--- config.mk ---
export PLATFORM = sky130hd
export DESIGN_NAME = i2c_bit_engine
export DESIGN_NICKNAME = d
export VERILOG_FILES = /design/src/design/eeprom_pkg.sv /design/src/design/i2c_bit_engine.sv
export VERILOG_INCLUDE_DIRS = /design/src /design/src/design
export SDC_FILE = /design/constraint.sdc
export NUM_CORES = 1
export LEC_CHECK = 0
export ABC_AREA = 1
export ABC_CLOCK_PERIOD_IN_PS = 2080
export BUFFER_PORTS_ARGS = -buffer_cell sky130_fd_sc_hd__clkbuf_2
export CAP_MARGIN = 30
export CORE_AREA = 2 2 57 59
export DETAILED_ROUTE_END_ITERATION = 7
export DIE_AREA = 0 0 59 61
export PLACE_DENSITY = 0.73
export SLEW_MARGIN = 20
export SYNTH_ARGS = -nofsm -noshare
export SYNTH_HDL_FRONTEND = slang
export SYNTH_SLANG_ARGS = --single-unit
--- constraint.sdc ---
create_clock -name CLK -period 2.08 [get_ports CLK]
set_clock_uncertainty 0.1 [all_clocks]
set_input_delay 0.104 -clock CLK [delete_from_list [all_inputs] [get_ports CLK]]
set_output_delay 0.104 -clock CLK [all_outputs]
set_load 0.02 [all_outputs]
--- src/design/eeprom_consts.svh ---
`ifndef EE_CONSTS_SVH
`define EE_CONSTS_SVH

// CLK cycles per quarter of an SCL period
// the default of 4 gives a 16-cycle SCL period
`define EE_SCL_QTR 4

// device type code in the top nibble of the control byte
`define EE_DEV_CODE 4'b1010

`endif
--- src/design/eeprom_pkg.sv ---
package eeprom_pkg;

    // byte address into the 2 KB array
    // bits 10:8 pick the block, bits 7:0 the word
    typedef logic [10:0] ee_addr_t;

    typedef logic [7:0] ee_data_t;

    // bus commands run by the bit engine
    typedef enum logic [1:0]
    {
        CMD_START, // start or repeated start
        CMD_STOP,
        CMD_WRITE, // byte out, then sample ack
        CMD_READ   // byte in, then send ack or nack
    } i2c_cmd_e;

endpackage

--- src/design/i2c_bit_engine.sv ---
`timescale 1ns/1ps
`include "eeprom_consts.svh"

module i2c_bit_engine
(
    input  logic                  CLK,
    input  logic                  RESET,
    input  logic                  cmd_valid,
    input  eeprom_pkg::i2c_cmd_e  cmd_op,
    input  eeprom_pkg::ee_data_t  cmd_wbyte,
    input  logic                  cmd_nack_out,
    input  logic                  sda_in,
    output logic                  cmd_ready,
    output logic                  done,
    output eeprom_pkg::ee_data_t  rx_byte,
    output logic                  ack_in,
    output logic                  scl,
    output logic                  sda_drive_low
);

    localparam int QW = $clog2(`EE_SCL_QTR + 1);
    localparam logic [QW-1:0] QTR_LAST = QW'(`EE_SCL_QTR - 1);

    typedef enum logic [2:0]
    {
        ST_IDLE,
        ST_START,
        ST_STOP,
        ST_WRITE,
        ST_READ
    } eng_state_e;

    eng_state_e           state;
    logic [QW-1:0]        qcnt;     // cycles within a quarter
    logic [1:0]           phase;    // quarter within the SCL period
    logic [3:0]           bit_cnt;  // 0..7 data, 8 ack slot
    eeprom_pkg::ee_data_t shreg;
    logic                 nack_q;
    logic                 drive_bit;
    logic                 last_period;
    logic                 byte_cmd;
    logic                 sample_now;

    assign cmd_ready = (state == ST_IDLE);
    assign rx_byte   = shreg;

    assign byte_cmd    = (state == ST_WRITE) || (state == ST_READ);
    assign last_period = (state == ST_START) || (state == ST_STOP) || (bit_cnt == 4'd8);
    assign sample_now  = (phase == 2'd2) && (qcnt == QTR_LAST); // late in the high quarter

    // sda level for the low half of the current period
    always_comb
    begin
        case (state)
            ST_STOP:
                drive_bit = 1'b1;
            ST_WRITE:
                drive_bit = (bit_cnt < 4'd8) ? ~shreg[7] : 1'b0;
            ST_READ:
                drive_bit = (bit_cnt == 4'd8) && !nack_q;
            default:
                drive_bit = 1'b0; // start releases sda first
        endcase
    end

    always_ff @(posedge CLK)
    begin
        if (RESET)
        begin
            state         <= ST_IDLE;
            qcnt          <= '0;
            phase         <= 2'd0;
            bit_cnt       <= 4'd0;
            scl           <= 1'b1;
            sda_drive_low <= 1'b0;
            done          <= 1'b0;
            ack_in        <= 1'b0;
        end
        else
        begin
            done <= 1'b0;
            if (state == ST_IDLE)
            begin
                if (cmd_valid && cmd_ready)
                begin
                    case (cmd_op)
                        eeprom_pkg::CMD_START: state <= ST_START;
                        eeprom_pkg::CMD_STOP:  state <= ST_STOP;
                        eeprom_pkg::CMD_WRITE: state <= ST_WRITE;
                        default:               state <= ST_READ;
                    endcase
                    qcnt    <= '0;
                    phase   <= 2'd0;
                    bit_cnt <= 4'd0;
                    scl     <= 1'b0; // first period starts low
                    ack_in  <= 1'b0;
                end
            end
            else
            begin
                if (qcnt == QTR_LAST)
                begin
                    qcnt  <= '0;
                    phase <= phase + 2'd1;
                    if (phase == 2'd1)
                    begin
                        scl <= 1'b1;
                    end
                    else if (phase == 2'd3)
                    begin
                        if (last_period)
                        begin
                            state <= ST_IDLE; // scl rests high
                            done  <= 1'b1;
                        end
                        else
                        begin
                            scl     <= 1'b0;
                            bit_cnt <= bit_cnt + 4'd1;
                        end
                    end
                end
                else
                begin
                    qcnt <= qcnt + 1'b1;
                end

                if (state == ST_WRITE && sample_now && bit_cnt == 4'd8)
                    ack_in <= ~sda_in; // memory pulls low to ack

                // one cycle after scl falls, so data never moves with the edge
                if (qcnt == '0)
                begin
                    if (phase == 2'd0)
                    begin
                        sda_drive_low <= drive_bit;
                    end
                    else if (phase == 2'd3 && (state == ST_START || state == ST_STOP))
                    begin
                        // sda edge while scl high marks start or stop
                        sda_drive_low <= (state == ST_START);
                    end
                end
            end
        end
    end

    // shift register serves both directions, msb first
    always_ff @(posedge CLK)
    begin
        if (cmd_valid && cmd_ready)
        begin
            shreg  <= cmd_wbyte;
            nack_q <= cmd_nack_out;
        end
        else if (byte_cmd && sample_now && bit_cnt < 4'd8)
        begin
            shreg <= {shreg[6:0], sda_in};
        end
    end

    a_cmd_hold: assert property (@(posedge CLK) disable iff (RESET)
        (cmd_valid && !cmd_ready) |=> (cmd_valid && $stable(cmd_op)));

    // data may only move under a high clock when framing the transfer
    a_sda_scl_high: assert property (@(posedge CLK) disable iff (RESET)
        (scl && $past(scl) && $changed(sda_drive_low))
            |-> ($past(state) inside {ST_START, ST_STOP}));

endmodule

# Word-level counts from Yosys, hierarchy flattened
# Index checks and enable logic that the tools add are counted.
[classes] n_mux=34 n_lt_le_gt_ge=1 add_sub_neg=3 bitwise_logic=5 eq_ne=15 reduce_logical=30
[ops] op="$mux 3" count=9
[ops] op="$mux 4" count=6
[ops] op="$mux 8" count=2
[ops] op="$mux 1" count=12
[ops] op="$reduce_bool 2->1" count=6
[ops] op="$reduce_and 5->1" count=2
[ops] op="$eq 3x2->1 const B" count=3
[ops] op="$pmux 3 s3" count=1
[ops] op="$logic_and 1x1->1" count=8
[ops] op="$eq 2x2->1 const B" count=3
[ops] op="$logic_not 3->1" count=2
[ops] op="$mux 2" count=3
[ops] op="$not 1->1" count=5
[ops] op="$reduce_or 5->1" count=1
[ops] op="$add 4x1->4 const B" count=1
[ops] op="$eq 2x1->1 const B" count=2
[ops] op="$eq 4x4->1 const B" count=1
[ops] op="$logic_not 2->1" count=2
[ops] op="$lt 4x4->1 const B" count=1
[ops] op="$ne 2x2->1 const B" count=2
[ops] op="$reduce_and 2->1" count=2
[ops] op="$reduce_and 4->1" count=1
[ops] op="$add 3x1->3 const B" count=1
[ops] op="$eq 3x1->1 const B" count=1
[ops] op="other kinds (9)" count=11
[word_totals] ff_bits=25 elab_cells=98 input_bits=15

# Longest topological paths before layout
[depth] ltp_word=8 depth_mapped=9 depth_no_buf=9

# Worst setup path before layout
# Ideal clock, no wire load.
[synth_path] path_type="flip-flop to flip-flop" startpoint="reg qcnt[0]" endpoint="reg shreg[0] (netlist: rx_byte[0]), enable pin" setup_ns=0.384 path_stages_with_launch=6 required_time_ns=1.596 arrival_time_ns=1.460 setup_slack_ns=0.136 period_less_slack_ns=1.944 n_path_buf=0 cell_sequence="dfxtp_1 ha_1 nand2_1 nor2_1 o21ai_0 o21ai_0"
[synth_via] elab_chain_cells=5
[synth_lines] item="start, declared" line_no="i2c_bit_engine.sv:34" rtl="logic [QW-1:0] qcnt;"
[synth_lines] item="start signal, assigned" line_no="i2c_bit_engine.sv:125" rtl="qcnt <= qcnt + 1'b1;"
[synth_lines] item="$eq 3x2->1" line_no="i2c_bit_engine.sv:49" rtl="assign sample_now = (phase == 2'd2) && (qcnt == QTR_LAST);"
[synth_lines] item="$logic_and 1x1->1" line_no="i2c_bit_engine.sv:49"
[synth_lines] item="$logic_and 1x1->1 (2 in series)" line_no="i2c_bit_engine.sv:156" rtl="else if (byte_cmd && sample_now && bit_cnt < 4'd8)"
[synth_lines] item="$reduce_bool 2->1 (no line)"
[synth_lines] item="end signal, assigned" line_no="i2c_bit_engine.sv:153" rtl="shreg <= cmd_wbyte;"
[synth_lines] item="end signal, assigned" line_no="i2c_bit_engine.sv:158" rtl="shreg <= {shreg[6:0], sda_in};"
[synth_lines] item="end, declared" line_no="i2c_bit_engine.sv:37" rtl="eeprom_pkg::ee_data_t shreg;"
# Every way passes these cells.
# A chain may end at the register's enable or synchronous reset.

# Worst setup path in the final report
[layout_path] startpoint="reg state[1]" endpoint="out cmd_ready"
[layout_via] elab_chain_cells=1
[layout_lines] item="start, declared" line_no="i2c_bit_engine.sv:33" rtl="eng_state_e state;"
[layout_lines] item="start signal, assigned" line_no="i2c_bit_engine.sv:70" rtl="state <= ST_IDLE;"
[layout_lines] item="start signal, assigned" line_no="i2c_bit_engine.sv:87" rtl="eeprom_pkg::CMD_START: state <= ST_START;"
[layout_lines] item="start signal, assigned" line_no="i2c_bit_engine.sv:88" rtl="eeprom_pkg::CMD_STOP: state <= ST_STOP;"
[layout_lines] item="$logic_not 3->1" line_no="i2c_bit_engine.sv:44" rtl="assign cmd_ready = (state == ST_IDLE);"
[layout_lines] item="end, declared" line_no="i2c_bit_engine.sv:13" rtl="output logic cmd_ready,"
# Every way passes these cells.

==> metrics <==
status complete, no violations; Die Area 3600 µm²; first-pass GRT wire length 4390 µm; slack of the worst reg-to-reg path 0.39 ns; clock buffer depth 2; Root Driver clkbuf_4; Routed WL 2750 µm; drt initial violations 52; Critical-path top delay cell dfxtp_1; Initial Util 47.3%; CP Cell Sequence nor2_2, nand2_4, inv_1, clkbuf_2; max cap viols 0; Synth-to-Final Area Change 22.9%; proportion of layout cells with a drive suffix above 1 17.5%; cell-internal power 764 µW; sequential area share after synthesis 42.3%; post-CTS sizing 0; Tightest Hold Check Type input port to flop; slew margin rel. 82.2%; Clk pwr share 18.7%; Synth Cell Area 1400 µm²; initial antenna violation count 0; critical path endpoint category output pin; Syn Nets 212; drt pass-1 iters 4; Filler cells 272; vias per inst 4.74; pin count of the biggest net entering global routing 16; Std-Cell Rows 20; Final Cycle Share 81.1%; post-synth top area share 22.9%; io pins 28; placer congestion estimate 0.860; NumNets Final 255; Max VDD drop 0.376 mV; most frequent cells in the layout nand2_1 (58), inv_1 (28), clkbuf_2 (27); CP Data Arrival Time 1.48 ns; Clock Sinks 25; port bufs 27; Final ANT Viol Nets 0; asr flop ratio synth 0%; crit-path max FO 9; crit path time final 1.69 ns; post-DP HPWL 2030 µm; # diodes 0; Worst EP required 1.88 ns; most common cell after layout, fill and taps aside nand2_1; CTS tree done; Setup violations, final 0; Synth Register Bits 25; Syn. warnings 0; Synth area leaders dfxtp_1 (23%), edfxtp_1 (19%), nand2_1 (16%); setup TNS 0 ns; total CTS buffers 3; switch share 34.5%; EDFF count, synth 9; vias in the first global route 1,014; global route overflow 0; ys flop type dfxtp_1; Clock Latency Late Sink 0.32 ns; pre-CTS setup slack 0.404 ns; Tightest Pin Transition 0.265 ns; Die Ht 61 µm; syn avg cell area 7.51 µm²; Crit path max-delay family buffers and inverters; CTS H-tree depth 1; RSZ-0062 raised after global routing false; combinational share of power 30.3%; Pins Over Slew Limit 0; worst setup path category flop to output pin; CP max stage delay 0.38 ns; Yosys top cell by area dfxtp_1; pwr dens 679 nW/µm²; die width 59 µm; Sequential Power Share 51.1%; Final Worst Setup Slack 0.394 ns; vias post-DR 1,238; LEAKAGE 0.000829 µW; Synth cell types 21; crit start category flop; All-Layer GR Usage 16.3%; Mapped Cells 186; drt drc 0; multi-input logic area 687 µm²; core region area 2950 µm²; Clock transition at path regs 0.14 ns; WP buf/inv 2; routed length per instance 10.5 µm; storage element area 591 µm²; Final Hold Fails 0; net switching power 403 µW; fmax 593 MHz
-- worst paths after layout --
path	startpoint	end	cells after the start
max	state[1]$_SDFFE_PP0P_	cmd_ready	4
min	sda_in	ack_in$_SDFFE_PP0P_	4
max reg2reg	qcnt[0]$_SDFFE_PP0P_	rx_byte[4]$_DFFE_PP_	6
min reg2reg	scl$_SDFFE_PP1P_	scl$_SDFFE_PP1P_	2
-- worst register-to-register path: stages, from the launching register on --
cell	delay, ns
dfxtp_1	0.39
ha_1	0.18
nand2_1	0.14
nor2_1	0.18
o21ai_0	0.10
o21ai_0	0.15
buf_4	0.19
-- metrics by stage --
stage	util [%]	area [µm²]	instances	total power (µW)	hold WS, ns
4_1_cts	58.2	1720	261	1180	0.0105
3_3_place_gp	53.4	1580	246	940	0.191
3_5_place_dp	53.4	1580	246	944	0.191
5_1_grt	58.2	1720	261	1250	0.0503
6_report	58.2	1720	261	1170	0.0161
2_1_floorplan	-	1400	186	848	0.103
-- kinds of logic after synthesis --
kind of cell             share of synthesized area, %
AND/OR/NAND/NOR                                  30.6
buffers and inverters                            8.59
flip-flops                                       42.3
AO/OA/AOI/OAI                                    8.06
adder cells (fa/ha/maj)                          9.85
XOR/XNOR                                        0.627
-- per-layer routing --
metal,global-route usage [%],wire [µm],up-vias
met5,0,0,-
li1,-,-,676
met4,7.79,52,0
met2,26.7,1310,26
met1,21.6,1290,531
met3,1.71,98,5
-- cells in the mapped netlist (2+ instances only) --
cell type	number
nand2_1	58
dfxtp_1	16
edfxtp_1	9
inv_1	28
nor2_1	11
nand2_4	3
nand3_1	16
nor2_2	2
a21oi_1	15
nand4_1	2
o21ai_0	6
ha_1	11
-- repair_timing --
item	CTS	global route
hold buffers	11	0
setup buffers	0	0
endpoints found under the hold margin	17	0
-- flip-flops by register name, indices dropped and copies added (netlist names) --
| register | cells |
|---|---|
| ack_in | 1 |
| bit_cnt | 4 |
| done | 1 |
| nack_q | 1 |
| phase | 2 |
| qcnt | 3 |
| rx_byte | 8 |
| scl | 1 |
| sda_drive_low | 1 |
| state | 3 |
-- power by group through the flow --
stage / Sequential, µW / Clock [µW] / Combinational [µW]
after CTS: 596 / 229 / 354
after global placement: 606 / 0 / 334
after floorplan: 643 / 0 / 205
after global routing: 603 / 247 / 396
after detailed placement: 608 / 0 / 337
final: 596 / 218 / 353
-- layout make-up --
class | instances | share of cell area (%)
Clock buffer | 3 | 1.31
Clock inverter | 1 | 0.437
Tap cell | 33 | 2.40
Inverter | 29 | 6.34
Timing Repair Buffer | 40 | 15.1
Multi-Input combinational cell | 130 | 40.0
Sequential cell | 25 | 34.4
No activity file was read; power rests on OpenSTA's default activity.
