--- config.mk ---
export PLATFORM = sky130hd
export DESIGN_NAME = eeprom_txn_seq
export DESIGN_NICKNAME = d
export VERILOG_FILES = /design/src/design/eeprom_pkg.sv /design/src/design/eeprom_txn_seq.sv
export VERILOG_INCLUDE_DIRS = /design/src /design/src/design
export SDC_FILE = /design/constraint.sdc
export NUM_CORES = 1
export LEC_CHECK = 0
export ABC_CLOCK_PERIOD_IN_PS = 1630
export BUFFER_PORTS_ARGS = -buffer_cell sky130_fd_sc_hd__buf_2
export CAP_MARGIN = 20
export CORE_UTILIZATION = 44
export CTS_CLUSTER_SIZE = 8
export DETAILED_ROUTE_END_ITERATION = 6
export PLACE_DENSITY_LB_ADDON = 0.2
export SYNTH_ARGS = -nofsm -noshare
export SYNTH_HDL_FRONTEND = slang
export SYNTH_SLANG_ARGS = --single-unit
--- constraint.sdc ---
create_clock -name CLK -period 1.63 [get_ports CLK]
set_input_delay 0.0815 -clock CLK [delete_from_list [all_inputs] [get_ports CLK]]
set_output_delay 0.0815 -clock CLK [all_outputs]
set_load 0.005 [all_outputs]
--- src/design/eeprom_consts.svh ---
`ifndef EE_CONSTS_SVH
`define EE_CONSTS_SVH

// CLK cycles per quarter of an SCL period
// the default of 4 gives a 16-cycle SCL period
`define EE_SCL_QTR 4

// device type code in the top nibble of the control byte
`define EE_DEV_CODE 4'b1010

`endif
--- src/design/eeprom_pkg.sv ---
package eeprom_pkg;

    // byte address into the 2 KB array
    // bits 10:8 pick the block, bits 7:0 the word
    typedef logic [10:0] ee_addr_t;

    typedef logic [7:0] ee_data_t;

    // bus commands run by the bit engine
    typedef enum logic [1:0]
    {
        CMD_START, // start or repeated start
        CMD_STOP,
        CMD_WRITE, // byte out, then sample ack
        CMD_READ   // byte in, then send ack or nack
    } i2c_cmd_e;

endpackage

--- src/design/eeprom_txn_seq.sv ---
`timescale 1ns/1ps
`include "eeprom_consts.svh"

module eeprom_txn_seq
(
    input  logic                  CLK,
    input  logic                  RESET,
    input  logic                  req_valid,
    input  logic                  req_write,
    input  eeprom_pkg::ee_addr_t  req_addr,
    input  eeprom_pkg::ee_data_t  req_wdata,
    input  logic                  rsp_ready,
    input  logic                  cmd_ready,
    input  logic                  done,
    input  eeprom_pkg::ee_data_t  rx_byte,
    input  logic                  ack_in,
    output logic                  req_ready,
    output logic                  rsp_valid,
    output eeprom_pkg::ee_data_t  rsp_rdata,
    output logic                  rsp_err,
    output logic                  cmd_valid,
    output eeprom_pkg::i2c_cmd_e  cmd_op,
    output eeprom_pkg::ee_data_t  cmd_wbyte,
    output logic                  cmd_nack_out
);

    typedef enum logic [3:0]
    {
        SQ_IDLE,
        SQ_START,
        SQ_CTRL_W,
        SQ_ADDR,
        SQ_DATA,
        SQ_RESTART,
        SQ_CTRL_R,
        SQ_READ,
        SQ_STOP,
        SQ_RSP
    } seq_state_e;

    seq_state_e           state;
    logic                 wr_q;
    eeprom_pkg::ee_addr_t addr_q;
    eeprom_pkg::ee_data_t wdata_q;

    // command fields follow the state, so they hold until accepted
    always_comb
    begin
        case (state)
            SQ_START, SQ_RESTART: cmd_op = eeprom_pkg::CMD_START;
            SQ_READ:              cmd_op = eeprom_pkg::CMD_READ;
            SQ_STOP:              cmd_op = eeprom_pkg::CMD_STOP;
            default:              cmd_op = eeprom_pkg::CMD_WRITE;
        endcase
    end

    always_comb
    begin
        case (state)
            SQ_CTRL_W: cmd_wbyte = {`EE_DEV_CODE, addr_q[10:8], 1'b0}; // block bits, write
            SQ_ADDR:   cmd_wbyte = addr_q[7:0];
            SQ_DATA:   cmd_wbyte = wdata_q;
            SQ_CTRL_R: cmd_wbyte = {`EE_DEV_CODE, addr_q[10:8], 1'b1};
            default:   cmd_wbyte = 8'h00;
        endcase
    end

    assign cmd_nack_out = (state == SQ_READ); // single byte read ends in nack

    always_ff @(posedge CLK)
    begin
        if (RESET)
        begin
            state     <= SQ_IDLE;
            req_ready <= 1'b0;
            rsp_valid <= 1'b0;
            rsp_err   <= 1'b0;
            cmd_valid <= 1'b0;
        end
        else
        begin
            if (cmd_valid && cmd_ready)
                cmd_valid <= 1'b0;

            case (state)
                SQ_IDLE:
                begin
                    if (req_valid && req_ready)
                    begin
                        req_ready <= 1'b0;
                        rsp_err   <= 1'b0;
                        cmd_valid <= 1'b1;
                        state     <= SQ_START;
                    end
                    else
                    begin
                        req_ready <= 1'b1;
                    end
                end
                SQ_START:
                begin
                    if (done)
                    begin
                        cmd_valid <= 1'b1;
                        state     <= SQ_CTRL_W;
                    end
                end
                SQ_CTRL_W, SQ_ADDR, SQ_CTRL_R:
                begin
                    if (done)
                    begin
                        cmd_valid <= 1'b1;
                        if (!ack_in)
                        begin
                            rsp_err <= 1'b1; // no ack, skip to stop
                            state   <= SQ_STOP;
                        end
                        else if (state == SQ_CTRL_W)
                            state <= SQ_ADDR;
                        else if (state == SQ_CTRL_R)
                            state <= SQ_READ;
                        else if (wr_q)
                            state <= SQ_DATA;
                        else
                            state <= SQ_RESTART;
                    end
                end
                SQ_DATA:
                begin
                    if (done)
                    begin
                        cmd_valid <= 1'b1;
                        rsp_err   <= !ack_in;
                        state     <= SQ_STOP;
                    end
                end
                SQ_RESTART:
                begin
                    if (done)
                    begin
                        cmd_valid <= 1'b1;
                        state     <= SQ_CTRL_R;
                    end
                end
                SQ_READ:
                begin
                    if (done)
                    begin
                        cmd_valid <= 1'b1;
                        state     <= SQ_STOP;
                    end
                end
                SQ_STOP:
                begin
                    if (done)
                    begin
                        rsp_valid <= 1'b1;
                        state     <= SQ_RSP;
                    end
                end
                SQ_RSP:
                begin
                    // bus already idle, just wait for the host
                    if (rsp_ready)
                    begin
                        rsp_valid <= 1'b0;
                        req_ready <= 1'b1;
                        state     <= SQ_IDLE;
                    end
                end
                default:
                    state <= SQ_IDLE;
            endcase
        end
    end

    always_ff @(posedge CLK)
    begin
        if (req_valid && req_ready)
        begin
            wr_q      <= req_write;
            addr_q    <= req_addr;
            wdata_q   <= req_wdata;
            rsp_rdata <= '0; // writes report zero
        end
        else if (state == SQ_READ && done)
        begin
            rsp_rdata <= rx_byte;
        end
    end

    a_rsp_hold: assert property (@(posedge CLK) disable iff (RESET)
        (rsp_valid && !rsp_ready)
            |=> (rsp_valid && $stable(rsp_rdata) && $stable(rsp_err)));

endmodule

Word-level counts from Yosys, hierarchy flattened:

Index checks and enable logic that the tools add are counted.

* equality and inequality tests: 18
* multiplexer cells: 29
* reduce and logical (&&, ||, !) cells: 16

Operators with widths (number)
* 4-bit 2-to-1 mux: 8
* 8-bit case mux with 4 select lines: 1
* 4-bit case mux with 7 select lines: 1
* 4-bit by 3-bit equality test with 1-bit output (second input constant): 4
* 2-bit inequality test (second input constant): 8
* 1-bit 2-to-1 mux: 12
* 4-bit by 2-bit equality test with 1-bit output (second input constant): 2
* 4-bit equality test (second input constant): 2
* 7-bit AND reduction: 1
* 7-bit OR reduction: 1
* 1-bit case mux with 2 select lines: 3
* 2-bit case mux with 3 select lines: 1
* 5-bit AND reduction: 1
* 4-bit by 1-bit equality test with 1-bit output (second input constant): 1
* 4-bit logical NOT: 1
* 2-bit nonzero test: 2
* 2-bit OR reduction: 2
* 1-bit logical AND: 3
* 3-bit 2-to-1 mux: 1
* 1-bit case mux with 3 select lines: 1
* 3-bit AND reduction: 1
* 3-bit nonzero test: 1
* 3-bit OR reduction: 1
* 2-bit 2-to-1 mux: 1
* other kinds (3): 3

* output and inout port bits: 23
* logic and storage cells: 72
* bits in registers: 36
* input port bits: 35

Longest topological paths before layout:

* word-level depth: 6
* mapped depth: 6
* depth with buffers taken out: 4

Worst setup path after synthesis:

Ideal clock, no wire load.

* path type: register to register
* from: register req_ready
* to: register addr_q[0] (enable)
* clock period less this slack: 1649 ps
* library setup time: 392 ps
* required time: 1238 ps
* cell stages (with the launch flop): 3
* data arrival time: 1256 ps
* path buffers: 1
* setup slack: -19 ps
* cells stage by stage: dfxtp_1 and2_1 clkbuf_1

* cells in the longest elaborated chain, start to end: 1

Ends and longest elaborated chain
* from (decl): line eeprom_txn_seq.sv:17 `output logic req_ready,`
* from (signal assigned): line eeprom_txn_seq.sv:75 `req_ready <= 1'b0;`
* from (signal assigned): line eeprom_txn_seq.sv:90 `req_ready <= 1'b0;`
* from (signal assigned): line eeprom_txn_seq.sv:97 `req_ready <= 1'b1;`
* 1-bit logical AND: line eeprom_txn_seq.sv:179 `if (req_valid && req_ready)`
* to (signal assigned): line eeprom_txn_seq.sv:182 `addr_q <= req_addr;`
* to (decl): line eeprom_txn_seq.sv:43 `eeprom_pkg::ee_addr_t addr_q;`

Every way passes these cells.
A chain may end at the register's enable or synchronous reset.

Worst setup path after layout:

* from: register state[1]
* to: register state[0]

* cells in the longest elaborated chain, start to end: 6
* elaborated cells between the ends (all ways): 25
* those cells by class: eq/ne: 16; mux: 5; reduce/logical: 4

Ends and longest elaborated chain
* from (decl): line eeprom_txn_seq.sv:41 `seq_state_e state;`
* from (signal assigned): line eeprom_txn_seq.sv:74 `state <= SQ_IDLE;`
* from (signal assigned): line eeprom_txn_seq.sv:93 `state <= SQ_START;`
* from (signal assigned): line eeprom_txn_seq.sv:105 `state <= SQ_CTRL_W;`
* 4-bit by 3-bit equality test with 1-bit output: line eeprom_txn_seq.sv:85, eeprom_txn_seq.sv:120
* 2-bit 2-to-1 mux: line eeprom_txn_seq.sv:120 `else if (state == SQ_CTRL_R)`
* 3-bit 2-to-1 mux: line eeprom_txn_seq.sv:118 `else if (state == SQ_CTRL_W)`
* 4-bit 2-to-1 mux: line eeprom_txn_seq.sv:113 `if (!ack_in)`
* 4-bit 2-to-1 mux: line eeprom_txn_seq.sv:110 `if (done)`
* 4-bit case mux with 7 select lines: line eeprom_txn_seq.sv:85 `case (state)`

Parallel ways exist; a longest one is shown, timed or not. The select of a mux whose other input is x is not followed.

==> flow_summary.html <==
<table>
<tr><th>Metric</th><th>Value</th></tr>
<tr><th colspan="2">Timing</th></tr>
<tr><td>Clock Skew</td><td>0.00410 ns</td></tr>
<tr><td>Final period utilization</td><td>0.984</td></tr>
<tr><td>Final Critical Period</td><td>1.60 ns</td></tr>
<tr><td>Pin slew with the least headroom to its limit</td><td>0.371 ns</td></tr>
<tr><td>Fin. Hold Viols</td><td>0</td></tr>
<tr><td>Max Clk Rate</td><td>0.624 GHz</td></tr>
<tr><td>Count of endpoints failing setup in the final report</td><td>0</td></tr>
<tr><td>Slack of the critical path</td><td>0.0268 ns</td></tr>
<tr><td>Final slew viol count</td><td>0</td></tr>
<tr><td>Worst slew margin relative to its limit</td><td>0.752</td></tr>
<tr><th colspan="2">Routing</th></tr>
<tr><td># DRC</td><td>0</td></tr>
<tr><td>Wire length after detailed routing</td><td>4060 um</td></tr>
<tr><td>DR iter-0 viols</td><td>67</td></tr>
<tr><td>Total vias in the final route</td><td>1,514</td></tr>
<tr><td>Wire per inst</td><td>13.6 um</td></tr>
<tr><td>Detail-routed via count per cell</td><td>5.06</td></tr>
<tr><td>Number of nets still failing antenna checks after routing</td><td>0</td></tr>
<tr><td>Drt first pass iters</td><td>4</td></tr>
<tr><th colspan="2">Run status</th></tr>
<tr><td>Run status</td><td>completed</td></tr>
<tr><th colspan="2">Clock tree</th></tr>
<tr><td>Insertion delay of the later-clocked pin in the worst-skew pair</td><td>0.28 ns</td></tr>
<tr><td>Clock Tree Buf Depth</td><td>2</td></tr>
<tr><td>CTS sink count</td><td>36</td></tr>
<tr><td>H-tree depth</td><td>2</td></tr>
<tr><td>Reg clk slew, reported paths</td><td>0.07 ns</td></tr>
<tr><td>TritonCTS clock tree</td><td>done</td></tr>
<tr><td>Root Driver</td><td>sky130_fd_sc_hd__clkbuf_8</td></tr>
<tr><td>Number of buffers created by CTS</td><td>5</td></tr>
<tr><th colspan="2">Die</th></tr>
<tr><td>Total core area</td><td>3690 um2</td></tr>
<tr><td>Die outline area</td><td>4110 um2</td></tr>
<tr><td>DIE WIDTH</td><td>64.1 um</td></tr>
<tr><td>Num rows</td><td>22</td></tr>
<tr><td>Die outline height</td><td>64.1 um</td></tr>
<tr><td>Starting density of the core</td><td>0.461</td></tr>
<tr><td>Number of ports placed on the die boundary</td><td>58</td></tr>
<tr><th colspan="2">Placed design</th></tr>
<tr><td>GPL Wtd Cong</td><td>0.892</td></tr>
<tr><td>DP Area</td><td>2100 um2</td></tr>
<tr><td>Cell total after placement</td><td>262</td></tr>
<tr><td>Pre-CTS setup slack</td><td>-0.0363 ns</td></tr>
<tr><td>I/O Buffers</td><td>57</td></tr>
<tr><td>Final HPWL from detailed placement</td><td>2650 um</td></tr>
<tr><th colspan="2">Synthesis</th></tr>
<tr><td>Mean instance size in the synthesized netlist</td><td>11.0 um2</td></tr>
<tr><td>Area share of the leading cell type in the synthesized netlist</td><td>0.353</td></tr>
<tr><td>Number of flops mapped to enable cells by yosys</td><td>20</td></tr>
<tr><td>Number of instances in the synthesized netlist</td><td>154</td></tr>
<tr><td>Synthesis Warnings</td><td>0</td></tr>
<tr><td>Fraction of registers with async set/reset</td><td>0</td></tr>
<tr><td>Count of different cell masters after synthesis</td><td>46</td></tr>
<tr><td>Top FF cell, synth</td><td>sky130_fd_sc_hd__edfxtp_1</td></tr>
<tr><td>Sequential cell area fraction in the yosys report</td><td>0.542</td></tr>
<tr><td>Area contributors post-synth</td><td>sky130_fd_sc_hd__edfxtp_1 35%, sky130_fd_sc_hd__dfxtp_1 19%, sky130_fd_sc_hd__mux2i_1 6.5%</td></tr>
<tr><td>Total of flip-flops plus latches after synthesis</td><td>36</td></tr>
<tr><td>Number of nets produced by synthesis</td><td>189</td></tr>
<tr><td>Area of the mapped netlist</td><td>1700 um2</td></tr>
<tr><td>Most frequently used cell type in the post-synthesis netlist</td><td>sky130_fd_sc_hd__edfxtp_1</td></tr>
<tr><td>Top post-synthesis cells by count</td><td>20 x sky130_fd_sc_hd__edfxtp_1, 16 x sky130_fd_sc_hd__dfxtp_1, 13 x sky130_fd_sc_hd__nor2_1</td></tr>
<tr><td>Cell type with the highest aggregate area in the netlist</td><td>sky130_fd_sc_hd__edfxtp_1</td></tr>
<tr><th colspan="2">Power</th></tr>
<tr><td>Proportion of total power due to net switching</td><td>0.281</td></tr>
<tr><td>Switching component of the power</td><td>0.795 mW</td></tr>
<tr><td>Leak Pwr</td><td>1.18 nW</td></tr>
<tr><td>Sequential fraction of design power</td><td>0.406</td></tr>
<tr><td>Internal power summed over all cells</td><td>2.04 mW</td></tr>
<tr><td>Clock network power share</td><td>0.264</td></tr>
<tr><td>Combinational cell fraction of total power</td><td>0.331</td></tr>
<tr><td>Maximum VDD drop</td><td>0.797 mV</td></tr>
<tr><td>Power density cells</td><td>1120 nW/um2</td></tr>
<tr><td>Design Power</td><td>2.83 mW</td></tr>
<tr><th colspan="2">Worst setup path</th></tr>
<tr><td>Critical path required time</td><td>1.80 ns</td></tr>
<tr><td>CP Launch Type</td><td>flop</td></tr>
<tr><td>Worst Path Max Fanout</td><td>11</td></tr>
<tr><td>Data arrival time at the worst-slack endpoint</td><td>1.77 ns</td></tr>
<tr><td>Number of cells on the worst reg-to-reg path</td><td>5</td></tr>
<tr><td>Class of the most critical setup path</td><td>flop to flop</td></tr>
<tr><td>Capturing element type of the critical path</td><td>flop</td></tr>
<tr><th colspan="2">Layout</th></tr>
<tr><td>Proportion of layout cells with a drive suffix above 1</td><td>0.418</td></tr>
<tr><td>Post-route non-filler standard cell count</td><td>299</td></tr>
<tr><td>Area Overhead vs Synth</td><td>49.0%</td></tr>
<tr><td>Ant diodes</td><td>0</td></tr>
<tr><td>Post-route cell area</td><td>2530 um2</td></tr>
<tr><td>Core Util, Final</td><td>0.687</td></tr>
<tr><td>Total number of nets in the final design</td><td>285</td></tr>
<tr><th colspan="2">Min path</th></tr>
<tr><td>Min-Delay Path Class</td><td>primary input to flop</td></tr>
<tr><td>Number of cells traversed by the worst hold path</td><td>3</td></tr>
<tr><th colspan="2">GRT</th></tr>
<tr><td>Initial antenna violation count</td><td>0</td></tr>
<tr><td>First-pass GRT wire length</td><td>6670 um</td></tr>
<tr><td>Global-route usage over all layers</td><td>0.212</td></tr>
<tr><td>Remaining global-route overflow</td><td>0</td></tr>
<tr><td>Number of global-route vias before repair</td><td>1,518</td></tr>
<tr><td>Largest net degree at the start of global routing</td><td>31</td></tr>
<tr><th colspan="2">Job</th></tr>
<tr><td>Number of max-cap violations</td><td>0</td></tr>
</table>
## cells in the final DEF, fill, tap and decap left out, types with 2 or more instances in the layout
cell type	instances
sky130_fd_sc_hd__a21oi_1	6
sky130_fd_sc_hd__a221o_1	2
sky130_fd_sc_hd__a22o_1	2
sky130_fd_sc_hd__a22oi_1	3
sky130_fd_sc_hd__and2_1	3
sky130_fd_sc_hd__buf_2	57
sky130_fd_sc_hd__buf_4	20
sky130_fd_sc_hd__buf_6	2
sky130_fd_sc_hd__clkbuf_8	5
sky130_fd_sc_hd__clkinv_1	2
sky130_fd_sc_hd__dfxtp_1	12
sky130_fd_sc_hd__dfxtp_4	4
sky130_fd_sc_hd__dlygate4sd3_1	20
sky130_fd_sc_hd__edfxtp_1	20
sky130_fd_sc_hd__inv_1	2
sky130_fd_sc_hd__mux2i_1	11
sky130_fd_sc_hd__nand2_1	10
sky130_fd_sc_hd__nand2b_1	5
sky130_fd_sc_hd__nand3_1	5
sky130_fd_sc_hd__nand3b_1	2
sky130_fd_sc_hd__nor2_1	13
sky130_fd_sc_hd__nor2b_1	4
sky130_fd_sc_hd__nor3_1	2
sky130_fd_sc_hd__nor3b_1	3
sky130_fd_sc_hd__o21ai_0	6
sky130_fd_sc_hd__o21bai_1	3
sky130_fd_sc_hd__o22ai_1	2
## area by class of cell
type / count / area, um2
Fill cell: 291 / 1160
Timing Repair Buffer: 100 / 678
Inverter: 2 / 7.51
Clock buffer: 5 / 68.8
Sequential cell: 36 / 936
Clock inverter: 3 / 37.5
Multi-Input combinational cell: 105 / 744
Tap cell: 48 / 60.1
## cell families after synthesis
group,count (synthesis),synth area share
AOI/OAI and AO/OA,32,0.137
xor gates and xnor gates,1,0.00516
buffers and inverters,13,0.0383
DFF,36,0.542
muxes,12,0.0736
and+or+nand+nor,60,0.204
## power groups by stage
stage | sequential [mW] | combinational (mW) | clock, mW
after detailed placement | 1.17 | 0.755 | 0
after global placement | 1.16 | 0.737 | 0
final | 1.15 | 0.936 | 0.748
after CTS | 1.16 | 0.826 | 0.758
after global routing | 1.16 | 1.01 | 0.806
after floorplan | 1.13 | 0.508 | 0
## repair_timing
action                                  CTS  global route
buffers inserted                          4             5
cloned                                    0             0
pin swaps                                 0             0
resized for setup                        13             6
endpoints found under the setup margin   11             9
endpoints found under the hold margin    20             0
hold buffers                             20             0
## routing by layer
metal,share of wire,track usage,up-vias
met3,0.042,0.0571,2
met2,0.52,0.376,47
met4,0.0049,0.0722,0
li1,-,-,751
met1,0.43,0.246,714
met5,0,0,-
## sequential cells by signal (all words and copies together), names as in the netlist
register   cells
rsp_rdata      8
wdata_q        8
cmd_valid      1
addr_q        11
rsp_valid      1
state          4
wr_q           1
req_ready      1
rsp_err        1
## critical path, cell delays in order, from the launching register on
cell and delay [ns]:
sky130_fd_sc_hd__dfxtp_4 0.38, sky130_fd_sc_hd__buf_4 0.16, sky130_fd_sc_hd__nor4b_2 0.33, sky130_fd_sc_hd__a211oi_2 0.07, sky130_fd_sc_hd__o2111ai_2 0.22, sky130_fd_sc_hd__mux2_4 0.32
## worst paths after layout
check | start | to | slack, ns
max | state[1]$_SDFFE_PP0P_ | state[0]$_SDFFE_PP0P_ | 0.03
min | rx_byte[2] | rsp_rdata[2]$_SDFFE_PP0P_ | 0.03
max reg2reg | state[1]$_SDFFE_PP0P_ | state[0]$_SDFFE_PP0P_ | 0.03
min reg2reg | rsp_err$_SDFFE_PP0P_ | rsp_err$_SDFFE_PP0P_ | 0.48
## stage by stage
stage | TNS (ns) | hold WS, ns
global placement | 0 | 0.259
global route | -0.0121 | 0.0219
detailed placement | -0.0363 | 0.260
CTS | 0 | 0.0233
floorplan | 0 | 0.180
finish | 0 | 0.0322
Power figures use the tool's default switching activity.
